File: src/common/dvi_pkg.sv
// Shared raster constants, TMDS control tokens, record types and helpers for the DVI transmitter

package dvi_pkg;

	// ------------------------------------------------
	// Channel and word widths
	// ------------------------------------------------
	localparam int k_bits_in      = 8;
	localparam int k_encoded_bits = 10;
	localparam int k_num_channels = 3;

	// ------------------------------------------------
	// Test raster, pixels per line and lines per frame
	// ------------------------------------------------
	localparam int k_h_active = 16;
	localparam int k_h_front  = 2;
	localparam int k_h_sync   = 4;
	localparam int k_h_back   = 6;
	localparam int k_h_total  = k_h_active + k_h_front + k_h_sync + k_h_back;

	localparam int k_v_active = 6;
	localparam int k_v_front  = 1;
	localparam int k_v_sync   = 2;
	localparam int k_v_back   = 2;
	localparam int k_v_total  = k_v_active + k_v_front + k_v_sync + k_v_back;

	// Counter widths sized for the longest phase and the whole frame
	localparam int k_h_cnt_bits = $clog2(k_h_total);
	localparam int k_v_cnt_bits = $clog2(k_v_total);

	// Control tokens sent in blanking, indexed by {C1, C0}
	localparam logic [k_encoded_bits-1:0] k_ctl_tkn0 = 10'b1101010100;
	localparam logic [k_encoded_bits-1:0] k_ctl_tkn1 = 10'b0010101011;
	localparam logic [k_encoded_bits-1:0] k_ctl_tkn2 = 10'b0101010100;
	localparam logic [k_encoded_bits-1:0] k_ctl_tkn3 = 10'b1010101011;

	// ------------------------------------------------
	// Record types
	// ------------------------------------------------
	typedef struct packed {
		logic [k_bits_in-1:0] red;
		logic [k_bits_in-1:0] green;
		logic [k_bits_in-1:0] blue;
	} rgb_t;

	// Everything one encoder needs for one pixel clock
	typedef struct packed {
		logic [k_bits_in-1:0] data;
		logic                 c0;
		logic                 c1;
		logic                 de;
	} tmds_chan_t;

	typedef logic [k_encoded_bits-1:0] tmds_word_t;

	// Parallel link toward the external serializer
	typedef struct packed {
		tmds_word_t ch0;
		tmds_word_t ch1;
		tmds_word_t ch2;
		logic       hsync;
		logic       vsync;
		logic       de;
	} tmds_link_t;

	typedef enum logic [1:0] {
		h_active,
		h_front,
		h_sync,
		h_back
	} h_phase_t;

	// Number of set bits in one data byte
	function automatic logic [3:0] ones_count(input logic [k_bits_in-1:0] value);
		logic [3:0] total;
		total = '0;
		for (int i = 0; i < k_bits_in; i++) begin
			total = total + 4'(value[i]);
		end
		return total;
	endfunction

endpackage

File: src/hw/video_timing.sv
// Raster timing generator that requests pixels and builds the three TMDS channel records

`timescale 1ns/1ps

module video_timing import dvi_pkg::*; (
	input  logic                               rst,
	input  logic                               PixelClk,
	input  rgb_t                               pixel,
	output logic                               pixel_req,
	output tmds_chan_t [k_num_channels-1:0]    chan
);

	// ------------------------------------------------
	// Raster state
	// ------------------------------------------------
	h_phase_t                h_phase;
	logic [k_h_cnt_bits-1:0] h_cnt;
	logic [k_v_cnt_bits-1:0] v_cnt;
	logic                    h_end;
	logic                    v_end;
	logic                    v_active;
	logic                    hsync;
	logic                    vsync;

	// The pixel counter restarts in every phase, so the end depends on the phase length
	always_comb begin
		case (h_phase)
			h_active: h_end = (h_cnt == k_h_cnt_bits'(k_h_active - 1));
			h_front:  h_end = (h_cnt == k_h_cnt_bits'(k_h_front - 1));
			h_sync:   h_end = (h_cnt == k_h_cnt_bits'(k_h_sync - 1));
			default:  h_end = (h_cnt == k_h_cnt_bits'(k_h_back - 1));
		endcase
	end

	// Last pixel of the last line closes the frame
	assign v_end = (v_cnt == k_v_cnt_bits'(k_v_total - 1));

	// Vertical decode straight from the line counter
	assign v_active = (v_cnt < k_v_cnt_bits'(k_v_active));
	assign vsync = (v_cnt >= k_v_cnt_bits'(k_v_active + k_v_front)) &&
		(v_cnt < k_v_cnt_bits'(k_v_active + k_v_front + k_v_sync));

	assign hsync = (h_phase == h_sync);

	// One request per active pixel, never in a blanking line
	assign pixel_req = (h_phase == h_active) && v_active;

	// ------------------------------------------------
	// Horizontal FSM and line counter
	// ------------------------------------------------
	always_ff @(posedge PixelClk) begin
		if (rst) begin
			// Park on the last back porch pixel of the frame
			// so the first edge after reset lands on pixel 0 of line 0
			h_phase <= h_back;
			h_cnt <= k_h_cnt_bits'(k_h_back - 1);
			v_cnt <= k_v_cnt_bits'(k_v_total - 1);
		end else begin
			if (h_end) begin
				h_cnt <= '0;
				case (h_phase)
					h_active: h_phase <= h_front;
					h_front:  h_phase <= h_sync;
					h_sync:   h_phase <= h_back;
					default:  h_phase <= h_active;
				endcase
				// A line ends with its back porch
				if (h_phase == h_back) begin
					if (v_end) begin
						v_cnt <= '0;
					end else begin
						v_cnt <= v_cnt + 1'b1;
					end
				end
			end else begin
				h_cnt <= h_cnt + 1'b1;
			end
		end
	end

	// ------------------------------------------------
	// Channel records
	// ------------------------------------------------
	// Blue rides with the sync bits on channel 0 as DVI requires
	// Green and red channels always send zero control bits
	always_ff @(posedge PixelClk) begin
		if (rst) begin
			chan <= '0;
		end else begin
			chan[0].data <= pixel_req ? pixel.blue : '0;
			chan[0].c0 <= hsync;
			chan[0].c1 <= vsync;
			chan[0].de <= pixel_req;

			chan[1].data <= pixel_req ? pixel.green : '0;
			chan[1].c0 <= 1'b0;
			chan[1].c1 <= 1'b0;
			chan[1].de <= pixel_req;

			chan[2].data <= pixel_req ? pixel.red : '0;
			chan[2].c0 <= 1'b0;
			chan[2].c1 <= 1'b0;
			chan[2].de <= pixel_req;
		end
	end

endmodule

File: src/tmds_encoder/tmds_encoder.sv
// One TMDS channel encoder, turning a channel record into a 10-bit word three cycles later

`timescale 1ns/1ps

module tmds_encoder import dvi_pkg::*; (
	input  logic       rst,
	input  logic       PixelClk,
	input  tmds_chan_t chan,
	output tmds_word_t word
);

	// Stage 1 state
	tmds_chan_t        chan_1;
	logic [3:0]        n1d_1;
	logic              use_xnor_1;
	logic [8:0]        q_m_1;

	// Stage 2 state
	logic [8:0]        q_m_2;
	logic [3:0]        n1q_m_2;
	logic [1:0]        ctl_2;
	logic              de_2;

	// Balance decision
	logic signed [4:0] n1_s;
	logic signed [4:0] n0_s;
	logic              balanced_2;
	logic              invert_2;
	tmds_word_t        token_2;
	tmds_word_t        word_nxt;
	logic signed [4:0] disp_nxt;

	// Running disparity after the word now on the output, ones minus zeros
	logic signed [4:0] disp;

	// ------------------------------------------------
	// Stage 1, transition minimising
	// ------------------------------------------------
	always_ff @(posedge PixelClk) begin
		if (rst) begin
			chan_1.de <= 1'b0;
		end else begin
			chan_1.de <= chan.de;
		end
		chan_1.data <= chan.data;
		chan_1.c0 <= chan.c0;
		chan_1.c1 <= chan.c1;
		n1d_1 <= ones_count(chan.data);
	end

	// XNOR is used for bytes heavy in ones, and on a tie when bit 0 is clear
	assign use_xnor_1 = (n1d_1 > 4'd4) || ((n1d_1 == 4'd4) && !chan_1.data[0]);

	always_comb begin
		q_m_1[0] = chan_1.data[0];
		for (int i = 1; i < k_bits_in; i++) begin
			if (use_xnor_1) begin
				q_m_1[i] = ~(q_m_1[i-1] ^ chan_1.data[i]);
			end else begin
				q_m_1[i] = q_m_1[i-1] ^ chan_1.data[i];
			end
		end
		// Bit 8 tells the receiver which chain was applied
		q_m_1[8] = ~use_xnor_1;
	end

	// ------------------------------------------------
	// Stage 2, DC balancing
	// ------------------------------------------------
	always_ff @(posedge PixelClk) begin
		if (rst) begin
			de_2 <= 1'b0;
		end else begin
			de_2 <= chan_1.de;
		end
		q_m_2 <= q_m_1;
		n1q_m_2 <= ones_count(q_m_1[7:0]);
		ctl_2 <= {chan_1.c1, chan_1.c0};
	end

	// Ones and zeros of the eight data bits as signed counts
	assign n1_s = signed'({1'b0, n1q_m_2});
	assign n0_s = 5'sd8 - n1_s;

	// No history to correct, or a word that is neutral on its own
	assign balanced_2 = (disp == 5'sd0) || (n1q_m_2 == 4'd4);

	// Inverting pulls the disparity back toward zero
	assign invert_2 = ((disp > 5'sd0) && (n1q_m_2 > 4'd4)) ||
		((disp < 5'sd0) && (n1q_m_2 < 4'd4));

	always_comb begin
		case (ctl_2)
			2'b00:   token_2 = k_ctl_tkn0;
			2'b01:   token_2 = k_ctl_tkn1;
			2'b10:   token_2 = k_ctl_tkn2;
			default: token_2 = k_ctl_tkn3;
		endcase
	end

	always_comb begin
		if (!de_2) begin
			// Blanking sends a token and restarts the balance
			word_nxt = token_2;
			disp_nxt = 5'sd0;
		end else if (balanced_2) begin
			// Bit 9 is the complement of bit 8 here, data inverted for the XNOR chain
			if (q_m_2[8]) begin
				word_nxt = {1'b0, 1'b1, q_m_2[7:0]};
				disp_nxt = disp + n1_s - n0_s;
			end else begin
				word_nxt = {1'b1, 1'b0, ~q_m_2[7:0]};
				disp_nxt = disp + n0_s - n1_s;
			end
		end else if (invert_2) begin
			word_nxt = {1'b1, q_m_2[8], ~q_m_2[7:0]};
			disp_nxt = disp + (q_m_2[8] ? 5'sd2 : 5'sd0) + n0_s - n1_s;
		end else begin
			word_nxt = {1'b0, q_m_2[8], q_m_2[7:0]};
			disp_nxt = disp - (q_m_2[8] ? 5'sd0 : 5'sd2) + n1_s - n0_s;
		end
	end

	// ------------------------------------------------
	// Stage 3, output word and disparity
	// ------------------------------------------------
	always_ff @(posedge PixelClk) begin
		if (rst) begin
			word <= '0;
			disp <= 5'sd0;
		end else begin
			word <= word_nxt;
			disp <= disp_nxt;
		end
	end

endmodule

File: src/hw/dvi_tx_top.sv
// DVI transmitter front end, raster timing plus three TMDS encoders feeding a parallel link

`timescale 1ns/1ps

module dvi_tx_top import dvi_pkg::*; (
	input  logic       rst,
	input  logic       PixelClk,
	input  rgb_t       pixel,
	output logic       pixel_req,
	output tmds_link_t link
);

	tmds_chan_t [k_num_channels-1:0] chan;
	tmds_word_t [k_num_channels-1:0] words;

	// Sync state delayed to line up with the encoder pipeline
	logic [2:0]                      hs_dly;
	logic [2:0]                      vs_dly;
	logic [2:0]                      de_dly;

	video_timing i_timing (
		.rst       (rst),
		.PixelClk  (PixelClk),
		.pixel     (pixel),
		.pixel_req (pixel_req),
		.chan      (chan)
	);

	// ------------------------------------------------
	// One encoder per colour channel
	// ------------------------------------------------
	for (genvar g = 0; g < k_num_channels; g++) begin : g_enc
		tmds_encoder i_enc (
			.rst      (rst),
			.PixelClk (PixelClk),
			.chan     (chan[g]),
			.word     (words[g])
		);
	end

	// Channel 0 carries hsync and vsync, so its record is the source
	// Three stages match the three register stages of each encoder
	always_ff @(posedge PixelClk) begin
		if (rst) begin
			hs_dly <= '0;
			vs_dly <= '0;
			de_dly <= '0;
		end else begin
			hs_dly <= {hs_dly[1:0], chan[0].c0};
			vs_dly <= {vs_dly[1:0], chan[0].c1};
			de_dly <= {de_dly[1:0], chan[0].de};
		end
	end

	// Output struct toward the serializer
	assign link.ch0 = words[0];
	assign link.ch1 = words[1];
	assign link.ch2 = words[2];
	assign link.hsync = hs_dly[2];
	assign link.vsync = vs_dly[2];
	assign link.de = de_dly[2];

endmodule

File: config.mk
export PLATFORM = sky130hd
export DESIGN_NAME = dvi_tx_top
export DESIGN_NICKNAME = d
export VERILOG_FILES = /design/src/common/dvi_pkg.sv /design/src/hw/video_timing.sv /design/src/tmds_encoder/tmds_encoder.sv /design/src/hw/dvi_tx_top.sv
export SDC_FILE = /design/constraint.sdc
export NUM_CORES = 1
export LEC_CHECK = 0
export ABC_CLOCK_PERIOD_IN_PS = 3900
export BUFFER_PORTS_ARGS = -buffer_cell sky130_fd_sc_hd__buf_4
export CELL_PAD_IN_SITES_DETAIL_PLACEMENT = 1
export CELL_PAD_IN_SITES_GLOBAL_PLACEMENT = 2
export CORE_MARGIN = 8
export CORE_UTILIZATION = 30
export CTS_BUF_LIST = sky130_fd_sc_hd__clkbuf_8
export CTS_CLUSTER_SIZE = 30
export DETAILED_ROUTE_END_ITERATION = 8
export PLACE_DENSITY = 0.65
export RECOVER_POWER = 25
export SLEW_MARGIN = 20
export SYNTH_ARGS = -nofsm -noshare
export SYNTH_HDL_FRONTEND = slang
export SYNTH_SLANG_ARGS = --single-unit
File: constraint.sdc
create_clock -name PixelClk -period 3.9 [get_ports PixelClk]
set_input_delay 1.17 -clock PixelClk [delete_from_list [all_inputs] [get_ports PixelClk]]
set_output_delay 1.17 -clock PixelClk [all_outputs]
set_load 0.02 [all_outputs]
== Yosys cells after proc, flatten, opt, wreduce, memory -nomap -nowiden ==
Cells that the tools add are included.

* $add $sub $neg: 77
* Order comparisons: 18
* Equality and inequality tests: 20
* Mux-type cells: 55
* Bitwise logic cells: 50
* Reduce and logical (&&, ||, !) cells: 34

{| class="wikitable"
|+ Operator list
! operator !! count
|-
| adder 4 x 1 -> 4 bit || 36
|-
| two-way mux 10 bit || 12
|-
| one-hot mux 10 bit (3 select lines) || 3
|-
| adder 5 bit || 15
|-
| subtractor 5 bit || 15
|-
| two-way mux 5 bit || 9
|-
| inverter 1 bit || 26
|-
| equality test 4 x 3 -> 1 bit, second input constant || 6
|-
| > comparator 4 x 3 -> 1 bit, second input constant || 6
|-
| inverter 8 bit || 3
|-
| two-way mux 1 bit || 21
|-
| bitwise XOR 1 bit || 21
|-
| < comparator 4 x 3 -> 1 bit, second input constant || 4
|-
| > comparator 5 x 1 -> 1 bit, second input constant || 3
|-
| zero test 5 bit || 3
|-
| < comparator 5 x 1 -> 1 bit, second input constant || 3
|-
| subtractor 4 x 4 -> 5 bit, first input constant || 3
|-
| adder 1 x 1 -> 2 bit || 6
|-
| two-way mux 2 bit || 6
|-
| logical AND 1 bit || 11
|-
| equality test 2 bit, second input constant || 5
|-
| logical OR 1 bit || 9
|-
| equality test 2 x 1 -> 1 bit, second input constant || 4
|-
| zero test 2 bit || 4
|-
| other kinds (16) || 20
|}

* Register bits after elaboration: 177
* Input bits: 26
* Output and inout bits: 34
* Word-level logic and storage cells: 292

== Longest topological paths before layout ==
* Depth in word-level cells: 23
* Gate-level depth with buffers: 14
* Mapped depth without buffers: 13

== Modules after synthesis ==
Synthesis repeated with hierarchy kept, for this count alone.

* Cell total of the unflattened synthesis: 1002
* Area total of the unflattened synthesis: 9959.6 µm²

{| class="wikitable"
|+ Modules (own cells, without submodules)
! module !! instances !! cells an instance !! area an instance (µm²) !! seq. area each (µm²)
|-
| tmds_encoder (g_enc[2].i_enc) || 1 || 298 || 2830.2 || 920.9
|-
| tmds_encoder (g_enc[0].i_enc) || 1 || 279 || 2762.6 || 920.9
|-
| tmds_encoder (g_enc[1].i_enc) || 1 || 275 || 2748.9 || 920.9
|-
| video_timing || 1 || 129 || 1358.8 || 760.7
|-
| dvi_tx_top || 1 || 21 || 259.0 || 180.2
|}

== Worst setup path after synthesis ==
OpenSTA, ideal clock, no wires.

* Path kind: reg2reg
* Start point: register g_enc[1].i_enc.n1q_m_2[0]
* End point: register g_enc[1].i_enc.disp[4]
* Arrival: 3.252 ns
* Path slack: 0.544 ns
* Cell stages (with the launch flop): 14
* Buffers on the path: 0
* Path through: dfxtp_1 -> inv_1 -> ha_1 -> ha_1 -> inv_1 -> fa_1 -> inv_1 -> fa_1 -> nand2b_1 -> a21oi_1 -> xnor2_1 -> mux2i_1 -> o31a_1 -> a2111oi_2

* Word-level cells in the longest chain between the ends: 5
* Elaborated cells on any way between the ends: 19

{| class="wikitable"
|+ Ends and longest elaborated chain
! what !! RTL line !! source
|-
| start: declaration || tmds_encoder.sv:20 || <nowiki>logic [3:0] n1q_m_2;</nowiki>
|-
| start signal: assignment || tmds_encoder.sv:77 || <nowiki>n1q_m_2 <= ones_count(q_m_1[7:0]);</nowiki>
|-
| subtractor 4 x 4 -> 5 bit (tied with other cells) || tmds_encoder.sv:83 || <nowiki>assign n0_s = 5'sd8 - n1_s;</nowiki>
|-
| adder 5 bit (tied with other cells) || tmds_encoder.sv:117 || <nowiki>disp_nxt = disp + (q_m_2[8] ? 5'sd2 : 5'sd0) + n0_s - n1_s;</nowiki>
|-
| subtractor 5 bit (tied with other cells) || tmds_encoder.sv:117 ||
|-
| two-way mux 5 bit (on tied branches) || tmds_encoder.sv:115, tmds_encoder.sv:108 ||
|-
| two-way mux 5 bit * || tmds_encoder.sv:106 || <nowiki>end else if (balanced_2) begin</nowiki>
|-
| end signal: assignment || tmds_encoder.sv:133 || <nowiki>disp <= disp_nxt;</nowiki>
|-
| end: declaration || tmds_encoder.sv:34 || <nowiki>logic signed [4:0] disp;</nowiki>
|}

Every way passes the cells marked *; elsewhere a longest branch is shown, timed or not.
A chain may end at the register's enable or synchronous reset.

== Worst setup path in the final report ==
Ends and elaborated chain as after synthesis.

==> flow_metrics.tcl <==
set metrics [dict create \
    first_global_vias 6802 \
    relSlewSlack_pct 5.54 \
    netlist-cell-type-count 57 \
    hold_path_class "reg2reg" \
    wire_per_inst_um 14.8 \
    yosysWarnings 0 \
    rsz0062_at_grt "false" \
    grt_pass1_wl_mm 34.6 \
    synth_edf_count 0 \
    async_flop_share_pct 0 \
    period_share_pct 93.1 \
    worstPathMaxFanout 7 \
    dr.pass1.iters 4 \
    power_frac_seq_pct 37.4 \
    hold_buffers 0 \
    use_met2_pct 19.1 \
    clockBufferDepth 2 \
    critPathArrivalTime_ns 3.98 \
    cts_root_buf "clkbuf_8" \
    grt_max_degree 34 \
    nets 1144 \
    drv_slew 0 \
    multiInputGateArea_um2 5250 \
    wirelength_mm 20.8 \
    antennaDiodeCount 0 \
    worst_slew_pin_slew_ns 1.42 \
    ff_latch_area_um2 3420 \
    area_growth_pct 13.9 \
    post_cts_buffers 0 \
    coreArea_um2 30600 \
    portBuffers 59 \
    clkPwrFrac_pct 24.4 \
    rows 64 \
    routabilityCongestion 0.783 \
    io_pins 60 \
    clkLatencyLatePin_ns 0.46 \
    vias_per_cell 4.46 \
    vias 6244 \
    ant_nets 0 \
    p_int_w 0.00322 \
    cts_made_buffers 17 \
    peakVddDrop_mv 0.188 \
    nFillCells 3541 \
    htree_levels 4 \
    hold_viol 0 \
    path_class "reg2reg" \
    gr-total-overflow 0 \
    synth_top_flop_cell "dfxtp_1" \
    cts.sinks 171 \
    syn_inst 930 \
    period_needed_ns 3.63 \
    die_x_um 192 \
    cts_tree "built" \
    antenna_found_initial 0 \
    place_ws_ns 0.265 \
    dieHeight_um 192 \
    grt-busiest-layer "met2" \
    yosysSeqAreaShare_pct 36.8 \
    power_switching_w 0.00187 \
    use_met1_pct 15.7 \
    initial_core_util_pct 30.4 \
    skew_ns 0.0211 \
    drc_errors 0 \
    fin_tns_setup_ns 0 \
    layout-drive-gt1-share_pct 12.0 \
    first_iter_violations 206 \
    cts_resized 0 \
    power_density_nw_per_um2 481 \
    outcome "complete, no violations" \
    maxCapViolCount 0 \
    dp_hpwl_mm 16.5 \
    synth-seq-cells 171 \
    fmax_mhz 276 \
    die-area_um2 36900 \
    grtUsageMet3_pct 1.87 \
    synth_area_um2 9300 \
    setup_viol_count_final 0 \
    p_leak_nw 4.75 \
    p_sw_share_pct 36.7 \
    syn_nets 1081 \
    setup_slack_ns 0.271 \
    p_comb_share_pct 38.2 \
    synth_area_per_cell_um2 10.0 \
    cp.required_ns 4.26 \
    startpoint_type "flop" \
    holdWs_ns 0.333 \
    clk_pin_slew_worst_paths_ns 0.10 \
    critPathCaptureType "flop" \
    grt_usage_pct 11.7 \
]
[final cells by class]
| type | count | area share (%) |
|---|---|---|
| inverter | 133 | 4.71 |
| tap | 396 | 4.68 |
| timing repair buffer | 74 | 5.14 |
| clock buffer | 17 | 2.21 |
| clock inverter | 14 | 1.42 |
| sequential | 171 | 32.3 |
| multi-input combinational | 596 | 49.5 |
[final timing paths]
| check | slack, ns | endpoint | from | depth (start not counted) |
|---|---|---|---|---|
| worst max-delay path | 0.27 | g_enc[1].i_enc.disp[4] | g_enc[1].i_enc.n1q_m_2[0] | 13 |
| worst min-delay path | 0.33 | g_enc[0].i_enc.ctl_2[1] | g_enc[0].i_enc.chan_1[1] | 0 |
| worst max register to register | 0.27 | g_enc[1].i_enc.disp[4] | g_enc[1].i_enc.n1q_m_2[0] | 13 |
| worst min register to register | 0.33 | g_enc[0].i_enc.ctl_2[1] | g_enc[0].i_enc.chan_1[1] | 0 |
[cell families after synthesis]
kind of cell             after synthesis  share of synthesized area [%]
adder cells (fa/ha/maj)              125                           20.9
XOR/XNOR                             129                           13.5
multiplexers                          16                           1.76
AO/OA/AOI/OAI                        161                           10.8
AND/OR/NAND/NOR                      165                           9.43
flip-flops                           171                           36.8
buffers and inverters                163                           6.77
[per-layer routing]
layer | vias up | routed length [um]
met5 | - | 0
li1 | 3157 | -
met1 | 3012 | 10500
met4 | 0 | 286
met2 | 59 | 9530
met3 | 16 | 420
[cell usage in the layout, fill, tap and decap left out, drive strengths merged, types with 3 or more instances in the layout]
master / instances
ha: 74
a31oi: 13
fa: 51
nor4: 5
clkinv: 5
and3: 26
xnor2: 71
nor2b: 21
nand2: 27
o21ai: 33
buf: 71
a21o: 13
a211oi: 18
o31ai: 4
nand3: 7
a21oi: 57
xnor3: 6
nor3: 7
xor2: 52
a311o: 4
or3: 14
mux2: 3
nand2b: 6
inv: 140
clkbuf: 20
and2: 5
nor2: 42
o22ai: 4
dfxtp: 171
mux2i: 13
[worst max-delay path, cell delays in order (launching register included)]
cell	delay, ns
dfxtp_1	0.52
inv_1	0.16
ha_1	0.32
ha_1	0.27
inv_1	0.05
fa_1	0.54
inv_1	0.07
fa_1	0.45
nand2b_1	0.16
a21oi_1	0.17
xnor2_1	0.14
mux2i_1	0.11
o31a_1	0.25
a2111oi_2	0.33
[per-stage QoR]
stage               cell area (um^2)  utilization (%)  instances  total power (W)
finish                         10600             34.6       1401          0.00509
global route                   10600             34.6       1401          0.00552
CTS                            10600             34.7       1401          0.00521
detailed placement             10200             33.4       1370          0.00393
global placement               10200             33.4       1370          0.00391
floorplan                       9300                -        930          0.00345
[cells in the mapped netlist, types with 3 or more instances]
cell | instances | area (um^2)
xnor2_1 | 71 | 622
a31oi_1 | 12 | 75.1
buf_4 | 3 | 22.5
inv_1 | 133 | 499
mux2_2 | 3 | 33.8
o22ai_1 | 4 | 25.0
nor4_1 | 4 | 25.0
or3_1 | 14 | 87.6
and3_1 | 26 | 163
a21oi_1 | 56 | 280
mux2i_1 | 13 | 130
buf_2 | 4 | 20.0
ha_1 | 74 | 926
xnor3_1 | 5 | 113
nand3_1 | 7 | 35.0
dfxtp_1 | 171 | 3420
nor2b_1 | 21 | 131
xor2_1 | 47 | 412
clkbuf_1 | 22 | 82.6
nor2_1 | 41 | 154
a211oi_1 | 17 | 128
o31ai_1 | 4 | 30.0
a311o_1 | 4 | 40.0
fa_1 | 51 | 1020
nand2b_1 | 6 | 37.5
xor2_2 | 5 | 81.3
a21o_1 | 13 | 97.6
nor3_1 | 5 | 25.0
and2_1 | 4 | 25.0
nand2_1 | 27 | 101
o21ai_0 | 32 | 160
[flip-flops by register name, summed over array words and instances, names as in the netlist]
name,cells
de_dly,3
i_timing.chan,27
vs_dly,3
g_enc.i_enc.disp,15
g_enc.i_enc.n1q_m_2,12
i_timing.v_cnt,4
hs_dly,3
g_enc.i_enc.word,30
i_timing.h_phase,2
g_enc.i_enc.q_m_2,27
g_enc.i_enc.ctl_2,2
g_enc.i_enc.chan_1,26
g_enc.i_enc.n1d_1,12
i_timing.h_cnt,5
[power by group through the flow]
stage | clock (W) | combinational (W) | sequential (W)
6_report | 0.00124 | 0.00195 | 0.00191
5_1_grt | 0.00136 | 0.00224 | 0.00192
4_1_cts | 0.00130 | 0.00200 | 0.00191
3_5_place_dp | 0 | 0.00198 | 0.00195
2_1_floorplan | 0 | 0.00151 | 0.00195
3_3_place_gp | 0 | 0.00196 | 0.00194
Note: power is estimated with default switching activity, not from simulation.
